<file path="src/include/soc_ifc_consts.svh">
`ifndef SOC_IFC_CONSTS_SVH
`define SOC_IFC_CONSTS_SVH

// Bus widths
`define SOC_IFC_ADDR_W 12
`define SOC_IFC_DATA_W 32

// Number of UDS fuse words
`define SOC_IFC_FUSE_WORDS 4

//////////////////////////////////////////////////
// Register byte offsets
//////////////////////////////////////////////////
`define SOC_IFC_FUSE_WR_DONE  'h00
`define SOC_IFC_FLOW_STATUS   'h04
`define SOC_IFC_BOOTFSM_GO    'h08
`define SOC_IFC_FUSE_UDS_BASE 'h10
`define SOC_IFC_WDT_T1_EN     'h20
`define SOC_IFC_WDT_T2_EN     'h24
`define SOC_IFC_WDT_T1_PERIOD 'h28
`define SOC_IFC_WDT_T2_PERIOD 'h2C
`define SOC_IFC_WDT_STATUS    'h30
`define SOC_IFC_WDT_T1_CTRL   'h34
`define SOC_IFC_WDT_T2_CTRL   'h38

// Both watchdog periods come out of reset at the maximum count
`define SOC_IFC_WDT_PERIOD_RST 'hFFFF_FFFF

`endif

</file>
<file path="src/soc_ifc_pkg.sv">
`include "soc_ifc_consts.svh"

package soc_ifc_pkg;

    // One register access from the APB side
    typedef struct packed {
        logic                       write;
        logic [`SOC_IFC_ADDR_W-1:0] addr;
        logic [`SOC_IFC_DATA_W-1:0] wdata;
    } reg_req_t;

    // Completion of an access
    typedef struct packed {
        logic [`SOC_IFC_DATA_W-1:0] rdata;
        logic                       error;
    } reg_rsp_t;

    // Watchdog controls held in the register block
    typedef struct packed {
        logic                       t1_en;
        logic                       t2_en;
        logic                       t1_restart;
        logic                       t2_restart;
        logic                       t1_service;
        logic                       t2_service;
        logic [`SOC_IFC_DATA_W-1:0] t1_period;
        logic [`SOC_IFC_DATA_W-1:0] t2_period;
    } wdt_cfg_t;

    typedef struct packed {
        logic t1_timeout;
        logic t2_timeout;
    } wdt_status_t;

    // Boot sequencer states
    typedef enum logic [1:0] {
        RESET = 2'd0,
        FUSE  = 2'd1,
        BRKPT = 2'd2,
        DONE  = 2'd3
    } boot_state_e;

endpackage

</file>
<file path="src/soc_ifc_apb_slave.sv">
`include "soc_ifc_consts.svh"

module soc_ifc_apb_slave (
    input  logic                       clk,
    input  logic                       cptra_rst_b,
    input  logic [`SOC_IFC_ADDR_W-1:0] paddr_i,
    input  logic                       psel_i,
    input  logic                       penable_i,
    input  logic                       pwrite_i,
    input  logic [`SOC_IFC_DATA_W-1:0] pwdata_i,
    input  soc_ifc_pkg::reg_rsp_t      rsp_i,
    input  logic                       rsp_valid_i,
    output soc_ifc_pkg::reg_req_t      req_o,
    output logic                       req_valid_o,
    output logic [`SOC_IFC_DATA_W-1:0] prdata_o,
    output logic                       pready_o,
    output logic                       pslverr_o
);

    logic setup;
    logic complete;

    // Setup phase of a transfer
    assign setup = psel_i & ~penable_i;

    // Request pulse lands in the first access cycle
    always_ff @(posedge clk or negedge cptra_rst_b) begin
        if (!cptra_rst_b) begin
            req_valid_o <= 1'b0;
        end else begin
            req_valid_o <= setup;
        end
    end

    always_ff @(posedge clk) begin
        if (setup) begin
            req_o.write <= pwrite_i;
            req_o.addr  <= paddr_i;
            req_o.wdata <= pwdata_i;
        end
    end

    //////////////////////////////////////////////////
    // Completion in the second access cycle
    //////////////////////////////////////////////////
    assign complete  = rsp_valid_i & psel_i & penable_i;
    assign pready_o  = complete;
    assign pslverr_o = complete & rsp_i.error;
    assign prdata_o  = complete ? rsp_i.rdata : '0;

endmodule

</file>
<file path="src/soc_ifc_boot_fsm.sv">
module soc_ifc_boot_fsm (
    input  logic                     clk,
    input  logic                     cptra_rst_b,
    input  logic                     bootfsm_brkpoint_i,
    input  logic                     fuse_done_i,
    input  logic                     bootfsm_go_i,
    output logic                     ready_for_fuses_o,
    output logic                     cptra_uc_rst_b_o,
    output soc_ifc_pkg::boot_state_e state_o
);

    soc_ifc_pkg::boot_state_e state_d;
    logic                     brkpt_q;

    //////////////////////////////////////////////////
    // Next state
    //////////////////////////////////////////////////
    always_comb begin
        state_d = state_o;
        case (state_o)
            soc_ifc_pkg::RESET: state_d = soc_ifc_pkg::FUSE;
            soc_ifc_pkg::FUSE: begin
                if (fuse_done_i) begin
                    state_d = brkpt_q ? soc_ifc_pkg::BRKPT : soc_ifc_pkg::DONE;
                end
            end
            soc_ifc_pkg::BRKPT: begin
                // Hold the core until the SoC writes GO
                if (bootfsm_go_i) begin
                    state_d = soc_ifc_pkg::DONE;
                end
            end
            default: ;
        endcase
    end

    always_ff @(posedge clk or negedge cptra_rst_b) begin
        if (!cptra_rst_b) begin
            state_o          <= soc_ifc_pkg::RESET;
            brkpt_q          <= 1'b0;
            cptra_uc_rst_b_o <= 1'b0;
        end else begin
            state_o          <= state_d;
            cptra_uc_rst_b_o <= (state_d == soc_ifc_pkg::DONE);
            // Breakpoint sampled once, in the first cycle out of reset
            if (state_o == soc_ifc_pkg::RESET) begin
                brkpt_q <= bootfsm_brkpoint_i;
            end
        end
    end

    assign ready_for_fuses_o = (state_o == soc_ifc_pkg::FUSE);

endmodule

</file>
<file path="src/soc_ifc_regs.sv">
`include "soc_ifc_consts.svh"

module soc_ifc_regs (
    input  logic                         clk,
    input  logic                         cptra_rst_b,
    input  soc_ifc_pkg::reg_req_t        req_i,
    input  logic                         req_valid_i,
    input  soc_ifc_pkg::wdt_status_t     wdt_status_i,
    input  logic                         ready_for_fuses_i,
    input  logic                         uc_released_i,
    output soc_ifc_pkg::reg_rsp_t        rsp_o,
    output logic                         rsp_valid_o,
    output soc_ifc_pkg::wdt_cfg_t        wdt_cfg_o,
    output logic                         fuse_done_o,
    output logic                         bootfsm_go_o,
    output logic [`SOC_IFC_FUSE_WORDS-1:0][`SOC_IFC_DATA_W-1:0] fuse_uds_o
);

    logic [31:0]                     addr;
    logic [`SOC_IFC_DATA_W-1:0]      rd_data;
    logic                            hit;
    logic                            flow_hit;
    logic [`SOC_IFC_FUSE_WORDS-1:0]  fuse_hit;
    logic                            rsp_err;
    logic                            wr_en;

    assign addr  = 32'(req_i.addr);
    assign wr_en = req_valid_i & req_i.write;

    //////////////////////////////////////////////////
    // Address decode and read mux
    //////////////////////////////////////////////////
    always_comb begin
        rd_data  = '0;
        hit      = 1'b1;
        flow_hit = 1'b0;
        fuse_hit = '0;
        case (addr)
            `SOC_IFC_FUSE_WR_DONE:  rd_data[0] = fuse_done_o;
            `SOC_IFC_FLOW_STATUS: begin
                rd_data[1:0] = {uc_released_i, ready_for_fuses_i};
                flow_hit     = 1'b1;
            end
            `SOC_IFC_BOOTFSM_GO:    rd_data[0] = bootfsm_go_o;
            `SOC_IFC_WDT_T1_EN:     rd_data[0] = wdt_cfg_o.t1_en;
            `SOC_IFC_WDT_T2_EN:     rd_data[0] = wdt_cfg_o.t2_en;
            `SOC_IFC_WDT_T1_PERIOD: rd_data = wdt_cfg_o.t1_period;
            `SOC_IFC_WDT_T2_PERIOD: rd_data = wdt_cfg_o.t2_period;
            `SOC_IFC_WDT_STATUS: begin
                rd_data[1:0] = {wdt_status_i.t2_timeout, wdt_status_i.t1_timeout};
            end
            // Restart controls always read back as zero
            `SOC_IFC_WDT_T1_CTRL, `SOC_IFC_WDT_T2_CTRL: rd_data = '0;
            default: hit = 1'b0;
        endcase
        for (int i = 0; i < `SOC_IFC_FUSE_WORDS; i++) begin
            if (addr == `SOC_IFC_FUSE_UDS_BASE + 4 * i) begin
                fuse_hit[i] = 1'b1;
                hit         = 1'b1;
                rd_data     = fuse_uds_o[i];
            end
        end
    end

    // Unmapped reads and writes to the flow status fail
    assign rsp_err = req_i.write ? flow_hit : ~hit;

    //////////////////////////////////////////////////
    // Register writes
    //////////////////////////////////////////////////
    always_ff @(posedge clk or negedge cptra_rst_b) begin
        if (!cptra_rst_b) begin
            fuse_done_o  <= 1'b0;
            bootfsm_go_o <= 1'b0;
            fuse_uds_o   <= '0;
            wdt_cfg_o    <= '{t1_period: `SOC_IFC_WDT_PERIOD_RST,
                              t2_period: `SOC_IFC_WDT_PERIOD_RST,
                              default: '0};
        end else begin
            // Pulses last one cycle
            wdt_cfg_o.t1_restart <= 1'b0;
            wdt_cfg_o.t2_restart <= 1'b0;
            wdt_cfg_o.t1_service <= 1'b0;
            wdt_cfg_o.t2_service <= 1'b0;
            if (wr_en) begin
                case (addr)
                    // Done is sticky until reset
                    `SOC_IFC_FUSE_WR_DONE:  fuse_done_o <= fuse_done_o | req_i.wdata[0];
                    `SOC_IFC_BOOTFSM_GO:    bootfsm_go_o <= req_i.wdata[0];
                    `SOC_IFC_WDT_T1_EN:     wdt_cfg_o.t1_en <= req_i.wdata[0];
                    `SOC_IFC_WDT_T2_EN:     wdt_cfg_o.t2_en <= req_i.wdata[0];
                    `SOC_IFC_WDT_T1_PERIOD: wdt_cfg_o.t1_period <= req_i.wdata;
                    `SOC_IFC_WDT_T2_PERIOD: wdt_cfg_o.t2_period <= req_i.wdata;
                    `SOC_IFC_WDT_STATUS: begin
                        wdt_cfg_o.t1_service <= req_i.wdata[0];
                        wdt_cfg_o.t2_service <= req_i.wdata[1];
                    end
                    `SOC_IFC_WDT_T1_CTRL:   wdt_cfg_o.t1_restart <= req_i.wdata[0];
                    `SOC_IFC_WDT_T2_CTRL:   wdt_cfg_o.t2_restart <= req_i.wdata[0];
                    default: ;
                endcase
                // Fuses lock once done is set
                for (int i = 0; i < `SOC_IFC_FUSE_WORDS; i++) begin
                    if (fuse_hit[i] && !fuse_done_o) begin
                        fuse_uds_o[i] <= req_i.wdata;
                    end
                end
            end
        end
    end

    //////////////////////////////////////////////////
    // Response register
    //////////////////////////////////////////////////
    always_ff @(posedge clk or negedge cptra_rst_b) begin
        if (!cptra_rst_b) begin
            rsp_valid_o <= 1'b0;
        end else begin
            rsp_valid_o <= req_valid_i;
        end
    end

    always_ff @(posedge clk) begin
        if (req_valid_i) begin
            rsp_o.error <= rsp_err;
            rsp_o.rdata <= (req_i.write || rsp_err) ? '0 : rd_data;
        end
    end

endmodule

</file>
<file path="src/soc_ifc_top.sv">
`include "soc_ifc_consts.svh"

module soc_ifc_top (
    input  logic                       clk,
    input  logic                       cptra_rst_b,
    input  logic                       bootfsm_brkpoint_i,
    // APB target
    input  logic [`SOC_IFC_ADDR_W-1:0] paddr_i,
    input  logic                       psel_i,
    input  logic                       penable_i,
    input  logic                       pwrite_i,
    input  logic [`SOC_IFC_DATA_W-1:0] pwdata_i,
    output logic [`SOC_IFC_DATA_W-1:0] prdata_o,
    output logic                       pready_o,
    output logic                       pslverr_o,
    // Boot and error outputs
    output logic                       ready_for_fuses_o,
    output logic                       cptra_uc_rst_b_o,
    output logic [`SOC_IFC_FUSE_WORDS-1:0][`SOC_IFC_DATA_W-1:0] fuse_uds_o,
    output logic                       nmi_intr_o,
    output logic                       cptra_error_fatal_o
);

    soc_ifc_pkg::reg_req_t    req;
    logic                     req_valid;
    soc_ifc_pkg::reg_rsp_t    rsp;
    logic                     rsp_valid;
    soc_ifc_pkg::wdt_cfg_t    wdt_cfg;
    soc_ifc_pkg::wdt_status_t wdt_status;
    logic                     fuse_done;
    logic                     bootfsm_go;
    soc_ifc_pkg::boot_state_e boot_state;

    soc_ifc_apb_slave i_apb_slave (
        .clk         (clk),
        .cptra_rst_b (cptra_rst_b),
        .paddr_i     (paddr_i),
        .psel_i      (psel_i),
        .penable_i   (penable_i),
        .pwrite_i    (pwrite_i),
        .pwdata_i    (pwdata_i),
        .rsp_i       (rsp),
        .rsp_valid_i (rsp_valid),
        .req_o       (req),
        .req_valid_o (req_valid),
        .prdata_o    (prdata_o),
        .pready_o    (pready_o),
        .pslverr_o   (pslverr_o)
    );

    soc_ifc_regs i_regs (
        .clk               (clk),
        .cptra_rst_b       (cptra_rst_b),
        .req_i             (req),
        .req_valid_i       (req_valid),
        .wdt_status_i      (wdt_status),
        .ready_for_fuses_i (ready_for_fuses_o),
        .uc_released_i     (cptra_uc_rst_b_o),
        .rsp_o             (rsp),
        .rsp_valid_o       (rsp_valid),
        .wdt_cfg_o         (wdt_cfg),
        .fuse_done_o       (fuse_done),
        .bootfsm_go_o      (bootfsm_go),
        .fuse_uds_o        (fuse_uds_o)
    );

    soc_ifc_boot_fsm i_boot_fsm (
        .clk                (clk),
        .cptra_rst_b        (cptra_rst_b),
        .bootfsm_brkpoint_i (bootfsm_brkpoint_i),
        .fuse_done_i        (fuse_done),
        .bootfsm_go_i       (bootfsm_go),
        .ready_for_fuses_o  (ready_for_fuses_o),
        .cptra_uc_rst_b_o   (cptra_uc_rst_b_o),
        .state_o            (boot_state)
    );

    soc_ifc_wdt i_wdt (
        .clk                 (clk),
        .cptra_rst_b         (cptra_rst_b),
        .cfg_i               (wdt_cfg),
        .status_o            (wdt_status),
        .nmi_intr_o          (nmi_intr_o),
        .cptra_error_fatal_o (cptra_error_fatal_o)
    );

endmodule

</file>
<file path="src/soc_ifc_wdt.sv">
`include "soc_ifc_consts.svh"

module soc_ifc_wdt (
    input  logic                     clk,
    input  logic                     cptra_rst_b,
    input  soc_ifc_pkg::wdt_cfg_t    cfg_i,
    output soc_ifc_pkg::wdt_status_t status_o,
    output logic                     nmi_intr_o,
    output logic                     cptra_error_fatal_o
);

    logic [1:0]                          run;
    logic [1:0]                          svc;
    logic [1:0]                          clr;
    logic [1:0][`SOC_IFC_DATA_W-1:0]     period;
    logic [1:0][`SOC_IFC_DATA_W-1:0]     cnt_q;
    logic [1:0]                          to_q;
    logic                                cascade_fire;

    // Timer 2 runs on its own enable or, when cascaded, behind a timer 1 timeout
    assign run[0] = cfg_i.t1_en;
    assign run[1] = cfg_i.t2_en | to_q[0];

    assign svc    = {cfg_i.t2_service, cfg_i.t1_service};
    assign period = {cfg_i.t2_period, cfg_i.t1_period};

    // Disable, restart or service all start the count over
    assign clr[0] = ~run[0] | cfg_i.t1_restart | svc[0];
    assign clr[1] = ~run[1] | cfg_i.t2_restart | svc[1];

    //////////////////////////////////////////////////
    // Counters and sticky timeout flags
    //////////////////////////////////////////////////
    always_ff @(posedge clk or negedge cptra_rst_b) begin
        if (!cptra_rst_b) begin
            cnt_q <= '0;
            to_q  <= '0;
        end else begin
            for (int i = 0; i < 2; i++) begin
                if (clr[i]) begin
                    cnt_q[i] <= '0;
                end else if (cnt_q[i] != period[i]) begin
                    cnt_q[i] <= cnt_q[i] + 1'b1;
                end
                if (svc[i]) begin
                    to_q[i] <= 1'b0;
                end else if (!clr[i] && cnt_q[i] == period[i]) begin
                    to_q[i] <= 1'b1;
                end
            end
        end
    end

    assign status_o.t1_timeout = to_q[0];
    assign status_o.t2_timeout = to_q[1];

    // Second stage expiry in cascaded mode is fatal
    assign cascade_fire        = to_q[1] & ~cfg_i.t2_en;
    assign nmi_intr_o          = cascade_fire;
    assign cptra_error_fatal_o = cascade_fire;

endmodule
</file>
<file path="config.mk">
export PLATFORM = sky130hd
export DESIGN_NAME = soc_ifc_top
export DESIGN_NICKNAME = d
export VERILOG_FILES = /design/src/soc_ifc_pkg.sv /design/src/soc_ifc_apb_slave.sv /design/src/soc_ifc_boot_fsm.sv /design/src/soc_ifc_regs.sv /design/src/soc_ifc_top.sv /design/src/soc_ifc_wdt.sv
export VERILOG_INCLUDE_DIRS = /design/src /design/src/include
export SDC_FILE = /design/constraint.sdc
export NUM_CORES = 1
export LEC_CHECK = 0
export ABC_AREA = 1
export BUFFER_PORTS_ARGS = -buffer_cell sky130_fd_sc_hd__buf_2
export CAP_MARGIN = 20
export CORE_ASPECT_RATIO = 0.75
export CORE_UTILIZATION = 40
export CTS_CLUSTER_SIZE = 20
export DETAILED_ROUTE_END_ITERATION = 10
export GPL_TIMING_DRIVEN = 0
export SETUP_SLACK_MARGIN = 0.3
export SYNTH_ARGS = -nofsm -noshare
export SYNTH_HDL_FRONTEND = slang
export SYNTH_HIERARCHICAL = 1
export SYNTH_SLANG_ARGS = --single-unit
</file>
<file path="constraint.sdc">
create_clock -name clk -period 3.5 [get_ports clk]
set_input_delay 0.35 -clock clk [delete_from_list [all_inputs] [get_ports clk]]
set_output_delay 0.35 -clock clk [all_outputs]
set_load 0.05 [all_outputs]
</file>
**Word-level counts from Yosys, hierarchy flattened**

Cells that the tools add are included.

- Register bits after elaboration: 350
- Input bits: 50
- Output and inout bits: 166
- Logic and storage cells: 131

- $add $sub $neg: 2
- Eq/ne operators: 20
- Muxes and demuxes: 37
- Bitwise operators: 17
- Reduce and logical (&&, ||, !) cells: 27

Operator list:

| cell | count |
|---|---|
| 32-bit two-way mux | 11 |
| 12-bit by 6-bit == test with 1-bit output, second input constant | 7 |
| 68-bit two-way mux | 1 |
| 32-bit by 1-bit adder with 32-bit output, second input constant | 2 |
| 32-bit == test | 2 |
| 32-bit != test | 2 |
| 30-bit case mux with 2 select lines | 1 |
| 12-bit by 5-bit == test with 1-bit output, second input constant | 4 |
| 32-bit zero test | 1 |
| 2-bit AND reduction | 10 |
| 1-bit two-way mux | 18 |
| 12-bit by 3-bit == test with 1-bit output, second input constant | 1 |
| 12-bit by 4-bit == test with 1-bit output, second input constant | 1 |
| 10-bit OR reduction | 1 |
| 1-bit case mux with 8 select lines | 1 |
| 2-bit nonzero test | 4 |
| 1-bit bitwise AND | 6 |
| 1-bit logical AND | 6 |
| 2-bit two-way mux | 3 |
| 1-bit bitwise OR | 6 |
| 2-bit case mux with 3 select lines | 1 |
| 1-bit NOT | 5 |
| 2-bit == test, second input constant | 2 |
| 1-bit case mux with 4 select lines | 1 |
| 4 further kinds | 6 |

**Logic depth before layout (Yosys ltp)**

Gate-level depths: netlist of run 1.

- Word-level depth: 10
- Depth in mapped cells: 13
- Mapped depth without buffers: 11

**Cells and area by module**

The synthesis of run 1 kept the hierarchy.

By module, submodules not included:

| module | times used | cells each | area an instance (um^2) | sequential area each (um^2) |
|---|---|---|---|---|
| soc_ifc_regs | 1 | 1,160 | 10,721.5 | 6,100.9 |
| soc_ifc_wdt | 1 | 1,066 | 6,168.4 | 1,651.6 |
| soc_ifc_apb_slave | 1 | 119 | 1,774.2 | 1,376.3 |
| soc_ifc_boot_fsm | 1 | 19 | 165.2 | 100.1 |

**Worst setup path after synthesis of run 1**

No wires, ideal clock.

- Path type: input -> register
- Start point: input psel_i
- End point: register i_apb_slave/req_o[0] in the netlist's numbering, enable pin
- Library setup time: 450 ps
- Data arrival time: 2,306 ps
- Required time: 3,050 ps
- Slack: 744 ps
- Stages on the path: 2
- Buffers on the path: 0
- Cell sequence: inv_1 > nor2_1

- Word-level cells in the longest chain between the ends: 1

RTL lines:

| element | line | text |
|---|---|---|
| from (decl) | soc_ifc_top.sv:9 | `input logic psel_i,` |
| 1-bit bitwise AND | soc_ifc_apb_slave.sv:24 | `assign setup = psel_i & ~penable_i;` |
| net i_apb_slave.setup | soc_ifc_apb_slave.sv:20 | `logic setup;` |
| to (decl) | soc_ifc_apb_slave.sv:13 | `output soc_ifc_pkg::reg_req_t req_o,` |

The timed path passes the listed nets, and every way through them passes these cells.
A chain may end at the register's enable or synchronous reset.

**Worst setup path after layout of run 1**

- Start point: register i_apb_slave.req_valid_o
- End point: register i_regs/fuse_uds_o[16] in the netlist's numbering

- Word-level cells in the longest chain between the ends: 2

RTL lines:

| element | line | text |
|---|---|---|
| from (decl) | soc_ifc_apb_slave.sv:14 | `output logic req_valid_o,` |
| from (signal assigned) | soc_ifc_apb_slave.sv:31 | `req_valid_o <= setup;` |
| 1-bit bitwise AND | soc_ifc_regs.sv:28 | `assign wr_en = req_valid_i & req_i.write;` |
| 2-bit AND reduction (no line) | - |  |
| to (signal, indexed assignment) | soc_ifc_regs.sv:105 | `fuse_uds_o[i] <= req_i.wdata;` |
| to (decl) | soc_ifc_regs.sv:16 | `` output logic [`SOC_IFC_FUSE_WORDS-1:0][`SOC_IFC_DATA_W-1:0] fuse_uds_o `` |

No other way between the ends.

==> results of run 1 <==
## logic make-up after synthesis
kind of cell | after synthesis | share of synthesized area, %
AO/OA/AOI/OAI | 303 | 8.78
XOR/XNOR | 59 | 2.74
adder cells (fa/ha/maj) | 2 | 0.133
buffers and inverters | 364 | 8.59
flip-flops | 350 | 49.0
AND/OR/NAND/NOR | 1286 | 30.7
## per-stage QoR
stage | instance area [um^2] | TNS, ns | hold slack [ns] | std cells
finish | 22500 | 0 | 0.262 | 3329
global route | 22500 | 0 | 0.279 | 3329
CTS | 22500 | 0 | 0.251 | 3329
detailed placement | 20800 | 0 | 0.442 | 3212
global placement | 20700 | -757.74 | 0.441 | 3209
floorplan | 18800 | 0 | 0.0544 | 2364
## report_power, final
part	internal [mW]	switching, mW
Sequential	4.25	0.0425
Clock	2.38	1.77
Combinational	0.144	0.393
Total	6.78	2.21
## critical path, delay by kind of cell (launching register included)
| family | cells | cell delay (ns) |
|---|---|---|
| simple gates | 3 | 1.09 |
| flops | 1 | 0.97 |
| buf+inv | 1 | 0.44 |
| compound gates | 1 | 0.33 |
## synthesized netlist by cell type, types with 2 or more instances
master     instances  area, um^2
a21oi_1           45         225
buf_2             45         225
or2_0             18         113
and2_1             4        25.0
inv_1            247         927
or2_1              4        25.0
buf_1              3        11.3
inv_2             10        37.5
nand2_1          750        2820
xnor2_1           32         280
buf_4              4        30.0
buf_8              3        45.0
nand2_2           15        93.8
o21bai_1           2        15.0
nor2_4            14         158
a21boi_1          10        75.1
o21ai_0          105         526
edfxtp_1          78        2340
xor2_1            27         236
or2_2             13        81.3
o21ai_1          112         561
nand3_2           30         300
nand3_4            3        52.6
nor2_1           154         578
dfrtp_1          208        5200
nand3_1          194         971
ha_1               2        25.0
dfstp_2           64        1680
a21oi_2           25         219
o2111ai_1          3        26.3
clkbuf_1          30         113
nand2_4            2        22.5
nor2_2            40         250
nor3_1             5        25.0
buf_6             19         214
nand4_1           36         225
## layer usage
layer	vias to the layer above	routed length (um)
li1	8148	-
met1	8310	30500
met2	670	28200
met3	98	5210
met4	0	1360
met5	-	0
## sequential cells by signal, summed over array words and instances, names as in the netlist
| signal | cells |
|---|---|
| i_regs/rsp_o | 33 |
| i_regs/fuse_done_o | 1 |
| i_boot_fsm/brkpt_q | 1 |
| i_boot_fsm/cptra_uc_rst_b_o | 1 |
| i_apb_slave/req_o | 45 |
| i_wdt/to_q | 2 |
| i_regs/fuse_uds_o | 128 |
| i_boot_fsm/state_o | 2 |
| i_regs/wdt_cfg_o | 70 |
| i_regs/bootfsm_go_o | 1 |
| i_apb_slave/req_valid_o | 1 |
| i_wdt/cnt_q | 64 |
| i_regs/rsp_valid_o | 1 |
## worst max-delay path by stage
stage | slack (ns) | startpoint | end
5_1_grt | 0.51 | i_apb_slave/req_valid_o$_DFF_PN0_ | i_regs/fuse_uds_o[16]$_DFFE_PN0P_
2_1_floorplan | 0.74 | psel_i | i_apb_slave/req_o[0]$_DFFE_PP_
4_1_cts | 0.60 | i_apb_slave/req_valid_o$_DFF_PN0_ | i_regs/fuse_uds_o[16]$_DFFE_PN0P_
3_3_place_gp | -3.16 | cptra_rst_b | i_regs/fuse_uds_o[83]$_DFFE_PN0P_
3_5_place_dp | 0.64 | i_apb_slave/req_valid_o$_DFF_PN0_ | i_regs/fuse_uds_o[13]$_DFFE_PN0P_
6_report | 0.54 | i_apb_slave/req_valid_o$_DFF_PN0_ | i_regs/fuse_uds_o[16]$_DFFE_PN0P_
## final cells by class
class,instances,area (um^2)
Clock inverter,18,208
Tap cell,630,788
Fill cell,4478,23700
Multi-Input combinational cell,1650,7990
Buffer,104,638
Sequential cell,350,9230
Inverter,260,980
Timing Repair Buffer,265,1630
Clock buffer,52,1060
## repair_timing
item,CTS,global route
setup buffers,0,0
endpoints found under the hold margin,112,0
hold buffers,47,0
==> metrics.md, run 1 <==
| Metric | Value |
|---|---|
| Skew final | 0.0191 ns |
| Hold Path End | i_apb_slave/req_o[23]$_DFFE_PP_ |
| PnR worst setup slack | 0.538 ns |
| Leakage dissipation | 10.8 nW |
| Gp weighted congestion | 1.01 |
| Most common cell after layout, fill and taps aside | nand2_1 |
| GRT busiest layer | met1 |
| Cell Pwr Density | 399 nW/um^2 |
| Iter 0 DRT Violations | 1649 |
| Number of max-cap violations | 0 |
| VDD IR max | 0.326 mV |
| Met1 Usage GRT | 41.1% |
| Pin count of the biggest net entering global routing | 95 |
| Fin util | 48.8% |
| R2R cell count | 5 |
| CTS buffer count | 38 |
| Port Buf Inserts | 215 |
| CTS clk-pin slew, worst paths | 0.06 ns |
| Via density | 5.17 |
| Critical path type | register to register |
| CP endpoint kind | register |
| Initial Util | 40.8% |
| Overall routed net length | 65200 um |
| Grt ovf | 0 |
| Routed wire length per instance | 19.6 um |
| Slowest stage delay, CP | 0.97 ns |
| Crit path max-delay cell type | dfrtp_2 |
| Full die area | 48000 um^2 |
| Dominant synthesized flop cell | dfrtp_1 |
| Syn_area_per_cell | 7.97 um^2 |
| Yosys warning count | 6 |
| Status | completed |
| ANT cells | 0 |
| First-pass GRT wire length | 100000 um |
| Clock latency reported for the late side of the worst-skew pair | 0.56 ns |
| CTS H-tree depth | 2 |
| Library cells used by synthesis | 44 |
| Drt pass-1 iters | 5 |
| Layout cells sized above 1 | 21.1% |
| Crit Path Max Fanout | 35 |
| Hold Vio Cnt, Final | 0 |
| HPWL after detailed placement | 49800 um |
| Worst min-delay path startpoint | penable_i |
| Core box area | 46200 um^2 |
| Most frequent cells in the layout | nand2_1 (750), buf_2 (259), inv_1 (247), dfrtp_1 (207), nand3_1 (194) |
| GR met3 Demand/Resource | 4.97% |
| HP Class | input port to register |
| Syn-to-layout area delta | 19.7% |
| Met2 GRT Util | 41.0% |
| Setup WS pre-CTS | 0.640 ns |
| Post-CTS sizing | 0 |
| RSZ-0062 raised after global routing | no |
| Reg2Reg Capture Point | i_regs/fuse_uds_o[16]$_DFFE_PN0P_ |
| Syn Inst Count | 2364 |
| Min Tclk post-route | 2.96 ns |
| Nets | 2721 |
| Share of async-settable or async-resettable flops after synthesis | 77.7% |
| CTS tree | yes |
| Register bit total from synthesis | 350 |
| ANT nets after route | 0 |
| Initial antenna violation count | 0 |
| Sequential fraction of the synthesis area | 49.0% |
| Post-layout power | 8.98 mW |
| Syn Nets | 2416 |
| Critical Path AT | 3.42 ns |
| Vias | 17.2k |
| CTS max path bufs | 3 |
| Clk sinks | 350 |
| GRT Total Usage | 27.4% |
| Fmax | 0.338 GHz |
| IO Count | 216 |
| Number of enable flip-flop cells after synthesis | 78 |
| Vias in the first global route | 16.5k |
| WP data required | 3.96 ns |
| Post-Syn Area | 18800 um^2 |
| Row Count | 68 |
| Die Ht | 190 um |
| Max_slew headroom | 37.3% |
| Setup crit start kind | register |
| Worst R2R Setup Slack | 0.54 ns |
| Slew Limit Fails | 0 |
| Critical register-to-register path startpoint | i_apb_slave/req_valid_o$_DFF_PN0_ |
| Final setup viols | 0 |
| Crit-path cells | nand2_1 -> nor2_1 -> nand3_2 -> clkbuf_1 -> o21ai_0 |
| Crit share post-route | 84.6% |
| Cell depth of the worst hold path | 2 |
| CTS root buffer | clkbuf_16 |
| Slew @ Worst Pin | 0.941 ns |
| Die X | 253 um |
| Residual DRC | 0 |
Power figures use the tool's default switching activity.
==> run 2, diff against run 1 <==
clock period = 2.8 ns   (was 3.5 ns; I/O delays follow)
==> run 2 against run 1 <==
Critical path depth is 4 higher; power is 27% higher; sequential share of layout area is 0.13 points lower; clock skew is 0.0058 ns higher; register-to-register slack worse by 0.12 ns; non-clock buffer count is 1 higher; core utilization is 0.17 points higher; setup slack worse by 0.12 ns; clock power is 28% higher.
==> metrics.md, run 2 (same netlist as run 1, synthesis figures left out) <==
| Metric | Value |
|---|---|
| Net Sw Frac | 24.3% (-0.26 points) |
| Initial antenna violation count | 0 (unchanged) |
| Gp weighted congestion | 0.986 (-2.1%) |
| Vias | 17.3k (+0.57%) |
| Full die area | 48000 um^2 (unchanged) |
| Port Buf Inserts | 215 (unchanged) |
| Register share of total power | 47.1% (-0.7 points) |
| PnR worst setup slack | 0.416 ns (-0.122 ns) |
| Cell Pwr Density | 503 nW/um^2 (+26%) |
| Final instance area | 22600 um^2 (+0.34%) |
| Initial Util | 40.8% (unchanged) |
| Hold Vio Cnt, Final | 0 (unchanged) |
| Worst R2R Setup Slack | 0.42 ns (-0.12 ns) |
| Combinational cell fraction of total power | 6.0% (about the same) |
| CTS clk-pin slew, worst paths | 0.07 ns (about the same) |
| Via density | 5.20 (+0.51%) |
| Crit-path cells | ha_1 -> nand2_1 -> nor2_1 -> inv_1 -> nor2_1 -> xor2_1 -> inv_1 -> nand3_1 -> nand2_1 |
| Critical Path AT | 2.82 ns (-0.60 ns) |
| Die Ht | 190 um (unchanged) |
| Psw | 2.76 mW (+25%) |
| Min Tclk post-route | 2.38 ns (-0.578 ns) |
| Most common cell after layout, fill and taps aside | nand2_1 |
| Met3 WL post-DR | 6010 um (+15%) |
| RSZ-0062 raised after global routing | no |
| GRT Total Usage | 27.6% (+0.18 points) |
| IO Count | 216 (unchanged) |
| Slowest stage delay, CP | 0.50 ns (-0.47 ns) |
| Drt pass-1 iters | 6 (+1) |
| Critical path type | register to register |
| Crit share post-route | 85.2% (+0.53 points) |
| Final setup viols | 0 (unchanged) |
| Fill count | 4461 (-0.38%) |
| Power Internal | 8.61 mW (+27%) |
| Leakage dissipation | 10.8 nW (+0.33%) |
| Biggest register | i_regs/fuse_uds_o |
| Slew @ Worst Pin | 0.696 ns (-0.245 ns) |
| Number of max-cap violations | 0 (unchanged) |
| CTS buffer count | 39 (+2.6%) |
| Fin util | 48.9% (+0.17 points) |
| Pin count of the biggest net entering global routing | 118 (+24%) |
| Residual DRC | 0 (unchanged) |
| Slew Limit Fails | 0 (unchanged) |
| Row Count | 68 (unchanged) |
| Nets | 2723 (+0.074%) |
| Layout cells sized above 1 | 21.3% (+0.21 points) |
| Max_slew headroom | 53.5% (+16 points) |
| Status | completed |
| VDD IR max | 0.571 mV (+75%) |
| CTS tree | yes |
| HP Class | input port to register |
| Clock Power Share | 46.9% (+0.7 points) |
| Post-layout power | 11.4 mW (+27%) |
| Area after DPL | 20800 um^2 (unchanged) |
| Setup crit start kind | register |
| Crit path max-delay cell type | dfrtp_1 |
| First-pass GRT wire length | 101000 um (+0.38%) |
| Clock latency reported for the late side of the worst-skew pair | 0.55 ns (about the same) |
| WP data required | 3.24 ns (-0.72 ns) |
| CP endpoint kind | register |
| Grt ovf | 0 (unchanged) |
| Most frequent cells in the layout | nand2_1 (750), buf_2 (259), inv_1 (247), dfrtp_1 (207), nand3_1 (194) |
| Overall routed net length | 65800 um (+0.85%) |
| CTS H-tree depth | 2 (unchanged) |
| Syn-to-layout area delta | 20.1% |
| Iter 0 DRT Violations | 1537 (-6.8%) |
| ANT nets after route | 0 (unchanged) |
| Die X | 253 um (unchanged) |
| M1 WL | 30000 um (-1.6%) |
| Routed wire length per instance | 19.8 um (+0.79%) |
| Crit Path Max Fanout | 7 (-80%) |
| Clk sinks | 350 (unchanged) |
| Skew final | 0.0249 ns (+0.00583 ns) |
| ANT cells | 0 (unchanged) |
| Met2 routed wirelength | 28600 um (+1.6%) |
| Fmax | 0.419 GHz (+24%) |
| CTS max path bufs | 3 (unchanged) |
| Vias in the first global route | 16.3k (-0.99%) |
| Setup WS pre-CTS | -0.0893 ns (-0.730 ns) |
| Core box area | 46200 um^2 (unchanged) |
| Biggest regs | i_regs/fuse_uds_o (128), i_regs/wdt_cfg_o (70), i_wdt/cnt_q (64) |
| Top Metal Used | met4 |
| HPWL after detailed placement | 49900 um (+0.21%) |
| Max reg flops | 128 (unchanged) |
| CTS root buffer | clkbuf_16 |
==> run 2: what timing repair did <==
item	CTS	global route
gates cloned	0	0
buffers inserted	1	0
hold buffers	47	0
gates resized for setup	1	3
setup endpoints to repair	128	19
endpoints found under the hold margin	96	0
==> run 2: layer usage <==
metal	vias up	track usage [%]
met2	728	41.2
li1	8155	-
met1	8368	41.4
met5	-	0
met3	73	5.39
met4	0	5.59
==> run 2: final cells by class <==
cell class                 count  area, um^2  area share, %
buffer                       104         639           2.83
clock buffer                  56        1130           5.00
clock inverter                15         184          0.814
inverter                     260         980           4.33
multi-input combinational   1650        7990           35.4
sequential                   350        9230           40.8
tap                          630         788           3.49
timing repair buffer         266        1660           7.34
==> run 2: power groups by stage <==
stage / registers (mW) / clock network [mW] / logic [mW]
2_1_floorplan: 5.45 / 0 / 0.326
3_3_place_gp: 5.45 / 0 / 0.592
5_1_grt: 5.36 / 5.64 / 0.730
3_5_place_dp: 5.45 / 0 / 0.615
6_report: 5.36 / 5.33 / 0.683
4_1_cts: 5.36 / 5.41 / 0.678
==> run 2: stage by stage <==
step | std cells | hold WS, ns | TNS [ns]
2_1_floorplan | 2364 | -0.0156 | 0
3_3_place_gp | 3209 | 0.440 | -955.87
3_5_place_dp | 3212 | 0.261 | -0.649
4_1_cts | 3331 | 0.198 | 0
5_1_grt | 3331 | 0.215 | 0
6_report | 3331 | 0.208 | 0
==> run 2: path summary, 6_finish.rpt <==
path                                              endpoint                      startpoint  depth (start not counted)
setup / recovery               i_wdt/cnt_q[12]$_DFFE_PN0P_      i_wdt/cnt_q[0]$_DFFE_PN0P_                          9
setup reg to reg               i_wdt/cnt_q[12]$_DFFE_PN0P_      i_wdt/cnt_q[0]$_DFFE_PN0P_                          9
hold / removal             i_apb_slave/req_o[31]$_DFFE_PP_                       penable_i                          2
hold reg to reg                  i_wdt/to_q[0]$_DFFE_PN0P_  i_regs/wdt_cfg_o[65]$_DFF_PN0_                          1
min in group asynchronous      i_wdt/cnt_q[60]$_DFFE_PN0P_                     cptra_rst_b                          2
max in group asynchronous   i_boot_fsm/brkpt_q$_DFFE_PN0N_                     cptra_rst_b                          4
==> run 2: critical path: cells and delay by family (launching register included) <==
kind / cells / cell delay [ns]
adders and majority gates: 1 / 0.39
and+or+nand+nor: 5 / 0.92
buffers and inverters: 2 / 0.21
xor gates and xnor gates: 1 / 0.25
DFF: 1 / 0.50
==> run 3, diff against run 2 <==
ABC_AREA = 0   (was 1)
CORE_ASPECT_RATIO = 1.4   (was 0.75)
==> run 3 against run 2 <==
Fmax shrank 2.9%; wire length shrank 12%; flip-flop and latch count is the same; setup slack lost 0.072 ns; critical path type unchanged.
==> metrics.md, run 3 <==
| Metric | Value |
|---|---|
| Initial Util | 40.9% (+0.094 points) |
| Port Buf Inserts | 215 (unchanged) |
| Slew Limit Fails | 0 (unchanged) |
| Mux contribution to synthesized area | 16.4% (+16 points) |
| Clock latency reported for the late side of the worst-skew pair | 0.54 ns (about the same) |
| Slew @ Worst Pin | 0.929 ns (+0.234 ns) |
| Routed wire length per instance | 25.1 um (+27%) |
| Crit Path Max Fanout | 10 (+3) |
| Vias | 13.4k (-23%) |
| Gp weighted congestion | 0.950 (-3.6%) |
| Top-area cell type share of the netlist area | 30.0% (+2.4 points) |
| Setup TNS | 0 ns (unchanged) |
| IO Count | 216 (unchanged) |
| Crit path max-delay cell type | nor4b_2 |
| Most common cell after layout, fill and taps aside | buf_2 |
| Die X | 178 um (-30%) |
| Number of enable flip-flop cells after synthesis | 78 (unchanged) |
| Max_slew headroom | 37.6% (-16 points) |
| RSZ-0062 raised after global routing | no |
| Register bit total from synthesis | 350 (unchanged) |
| Grt ovf | 0 (unchanged) |
| CP bufs+invs | 3 (+1) |
| Number of max-cap violations | 0 (unchanged) |
| Clk sinks | 350 (unchanged) |
| PnR worst setup slack | 0.343 ns (-0.0722 ns) |
| Cell Pwr Density | 512 nW/um^2 (+1.8%) |
| Biggest regs | i_regs/fuse_uds_o (128), i_regs/wdt_cfg_o (70), i_wdt/cnt_q (64) |
| Status | completed |
| Row Count | 89 (+31%) |
| HPWL after detailed placement | 43800 um (-12%) |
| Slowest stage delay, CP | 0.36 ns (-0.14 ns) |
| Biggest register | i_regs/fuse_uds_o |
| Syn-to-layout area delta | 21.4% |
| XOR/XNOR share of the synthesized area | 3.74% (+1.0 points) |
| Adder-Cell Fraction of Synth Area | 0.144% (+0.011 points) |
| Fmax | 0.407 GHz (-2.9%) |
| Sequential fraction of the synthesis area | 53.2% (+4.2 points) |
| Max reg flops | 128 (unchanged) |
| Main combinational cell family by area after synthesis | multiplexers |
| Syn Inst Count | 1419 (-40%) |
| Pin count of the biggest net entering global routing | 102 (-14%) |
| ANT nets after route | 0 (unchanged) |
| Min Tclk post-route | 2.46 ns (+0.0722 ns) |
| CTS H-tree depth | 2 (unchanged) |
| WP data required | 3.09 ns (-0.15 ns) |
| Via density | 5.78 (+11%) |
| GRT Total Usage | 26.6% (-0.99 points) |
| Simple-gate portion of the synthesized area | 12.8% (-18 points) |
| Synth Area in Compound Gates | 10.1% (+1.3 points) |
| Syn_area_per_cell | 12.2 um^2 (+53%) |
| Setup WS pre-CTS | -0.431 ns (-0.342 ns) |
| CP endpoint kind | register |
| Iter 0 DRT Violations | 1106 (-28%) |
| Vias in the first global route | 13.4k (-18%) |
| Setup crit start kind | register |
| CP top delay family | buffers and inverters |
| Residual DRC | 0 (unchanged) |
| Hold Vio Cnt, Final | 0 (unchanged) |
| Worst R2R Setup Slack | 0.34 ns (-0.07 ns) |
| Area leader, netlist | dfrtp_1 |
| First-pass GRT wire length | 86600 um (-14%) |
| Full die area | 44200 um^2 (-7.9%) |
| Skew final | 0.0164 ns (-0.00849 ns) |
| Final setup viols | 0 (unchanged) |
| Crit-path cells | buf_2 -> nor4b_2 -> clkbuf_2 -> nand4_1 -> clkbuf_2 -> o221a_2 |
| Most frequent cell after synthesis | dfrtp_1 |
| CTS max path bufs | 3 (unchanged) |
| Dominant synthesized flop cell | dfrtp_1 |
| Area contributors post-synth | dfrtp_1 (30%), edfxtp_1 (14%), mux2_2 (10%) |
| Fin util | 49.6% (+0.68 points) |
| Overall routed net length | 58000 um (-12%) |
| Most frequent cells in the layout | buf_2 (245), dfrtp_1 (207), mux2_2 (161), nor2_1 (99), edfxtp_1 (78) |
| Drt pass-1 iters | 5 (-1) |
| CTS clk-pin slew, worst paths | 0.07 ns (about the same) |
| HP Class | input port to register |
| CTS buffer count | 36 (-7.7%) |
| Layout cells sized above 1 | 40.2% (+19 points) |
| Post-layout power | 10.8 mW (-5.3%) |
| Post-Syn Area | 17300 um^2 (-8.0%) |
| Critical path type | register to register |
| CTS tree | yes |
| Cell mode on critical path | clkbuf_2 |
| Initial antenna violation count | 1 (+1) |
| Core box area | 42400 um^2 (-8.2%) |
| Library cells used by synthesis | 88 (+100%) |
| Nets | 1785 (-34%) |
| Critical Path AT | 2.75 ns (-0.07 ns) |
| WHS | 0.222 ns (+0.0144 ns) |
| VDD IR max | 0.499 mV (-13%) |
| CTS root buffer | clkbuf_16 |
| Syn Nets | 1471 (-39%) |
| Commonest cells post-synth | dfrtp_1 (208), mux2_2 (161), nor2_1 (101), edfxtp_1 (78), dfstp_2 (64) |
| Crit share post-route | 87.7% (+2.6 points) |
| Die Ht | 248 um (+31%) |
| Leakage dissipation | 9.71 nW (-10%) |
| Yosys warning count | 6 (unchanged) |
| Share of async-settable or async-resettable flops after synthesis | 77.7% (unchanged) |
[run 3: routing by layer]
metal	GRT usage (%)	vias to the layer above	wire [um]
met4	11.5	0	2540
met1	33.0	6845	23200
li1	-	5964	-
met3	2.98	116	2320
met2	46.6	426	29900
met5	0	-	0
[run 3: metrics by stage]
step / cells / area (um^2)
6_report: 2308 / 21000
4_1_cts: 2305 / 21000
5_1_grt: 2307 / 21000
2_1_floorplan: 1419 / 17300
3_3_place_gp: 2180 / 19100
3_5_place_dp: 2183 / 19200
[run 3: worst paths after layout]
| check | startpoint | end | cells after the start |
|---|---|---|---|
| max in group asynchronous | cptra_rst_b | i_wdt/cnt_q[29]$_DFFE_PN0P_ | 4 |
| worst min register to register | i_regs/wdt_cfg_o[64]$_DFF_PN0_ | i_wdt/to_q[1]$_DFFE_PN0P_ | 1 |
| worst min-delay path | penable_i | i_apb_slave/req_valid_o$_DFF_PN0_ | 2 |
| worst max register to register | i_apb_slave/req_o[33]$_DFFE_PP_ | i_regs/rsp_o[24]$_SDFFCE_PP0P_ | 6 |
| min in group asynchronous | cptra_rst_b | i_regs/fuse_uds_o[29]$_DFFE_PN0P_ | 2 |
| worst max-delay path | i_apb_slave/req_o[33]$_DFFE_PP_ | i_regs/rsp_o[24]$_SDFFCE_PP0P_ | 6 |
[run 3: power breakdown]
part / switching (mW) / total (mW) / internal [mW]
combinational: 0.474 / 0.686 / 0.212
sequential: 0.114 / 5.43 / 5.31
clock: 2.07 / 4.66 / 2.59
total: 2.65 / 10.8 / 8.12
[run 3: cells by family after synthesis]
logic type      Yosys count
simple gates            389
flops                   350
compound gates          250
mux                     232
buf+inv                 122
xor+xnor                 74
fa+ha+maj                 2
[run 3: repair_timing]
item / 4_1_cts / 5_1_grt
hold buffers: 47 / 0
endpoints found under the hold margin: 99 / 0
endpoints found under the setup margin: 228 / 194
pin swaps: 4 / 1
buffers inserted: 9 / 2
gates resized for setup: 38 / 36
[run 3: final cells by class]
class	count	area, um^2
Inverter	18	67.6
Multi-Input combinational cell	947	7620
Buffer	104	607
Timing Repair Buffer	276	1720
Fill cell	3773	21400
Clock inverter	18	129
Sequential cell	350	9230
Antenna cell	1	2.50
Tap cell	546	683
Clock buffer	48	987
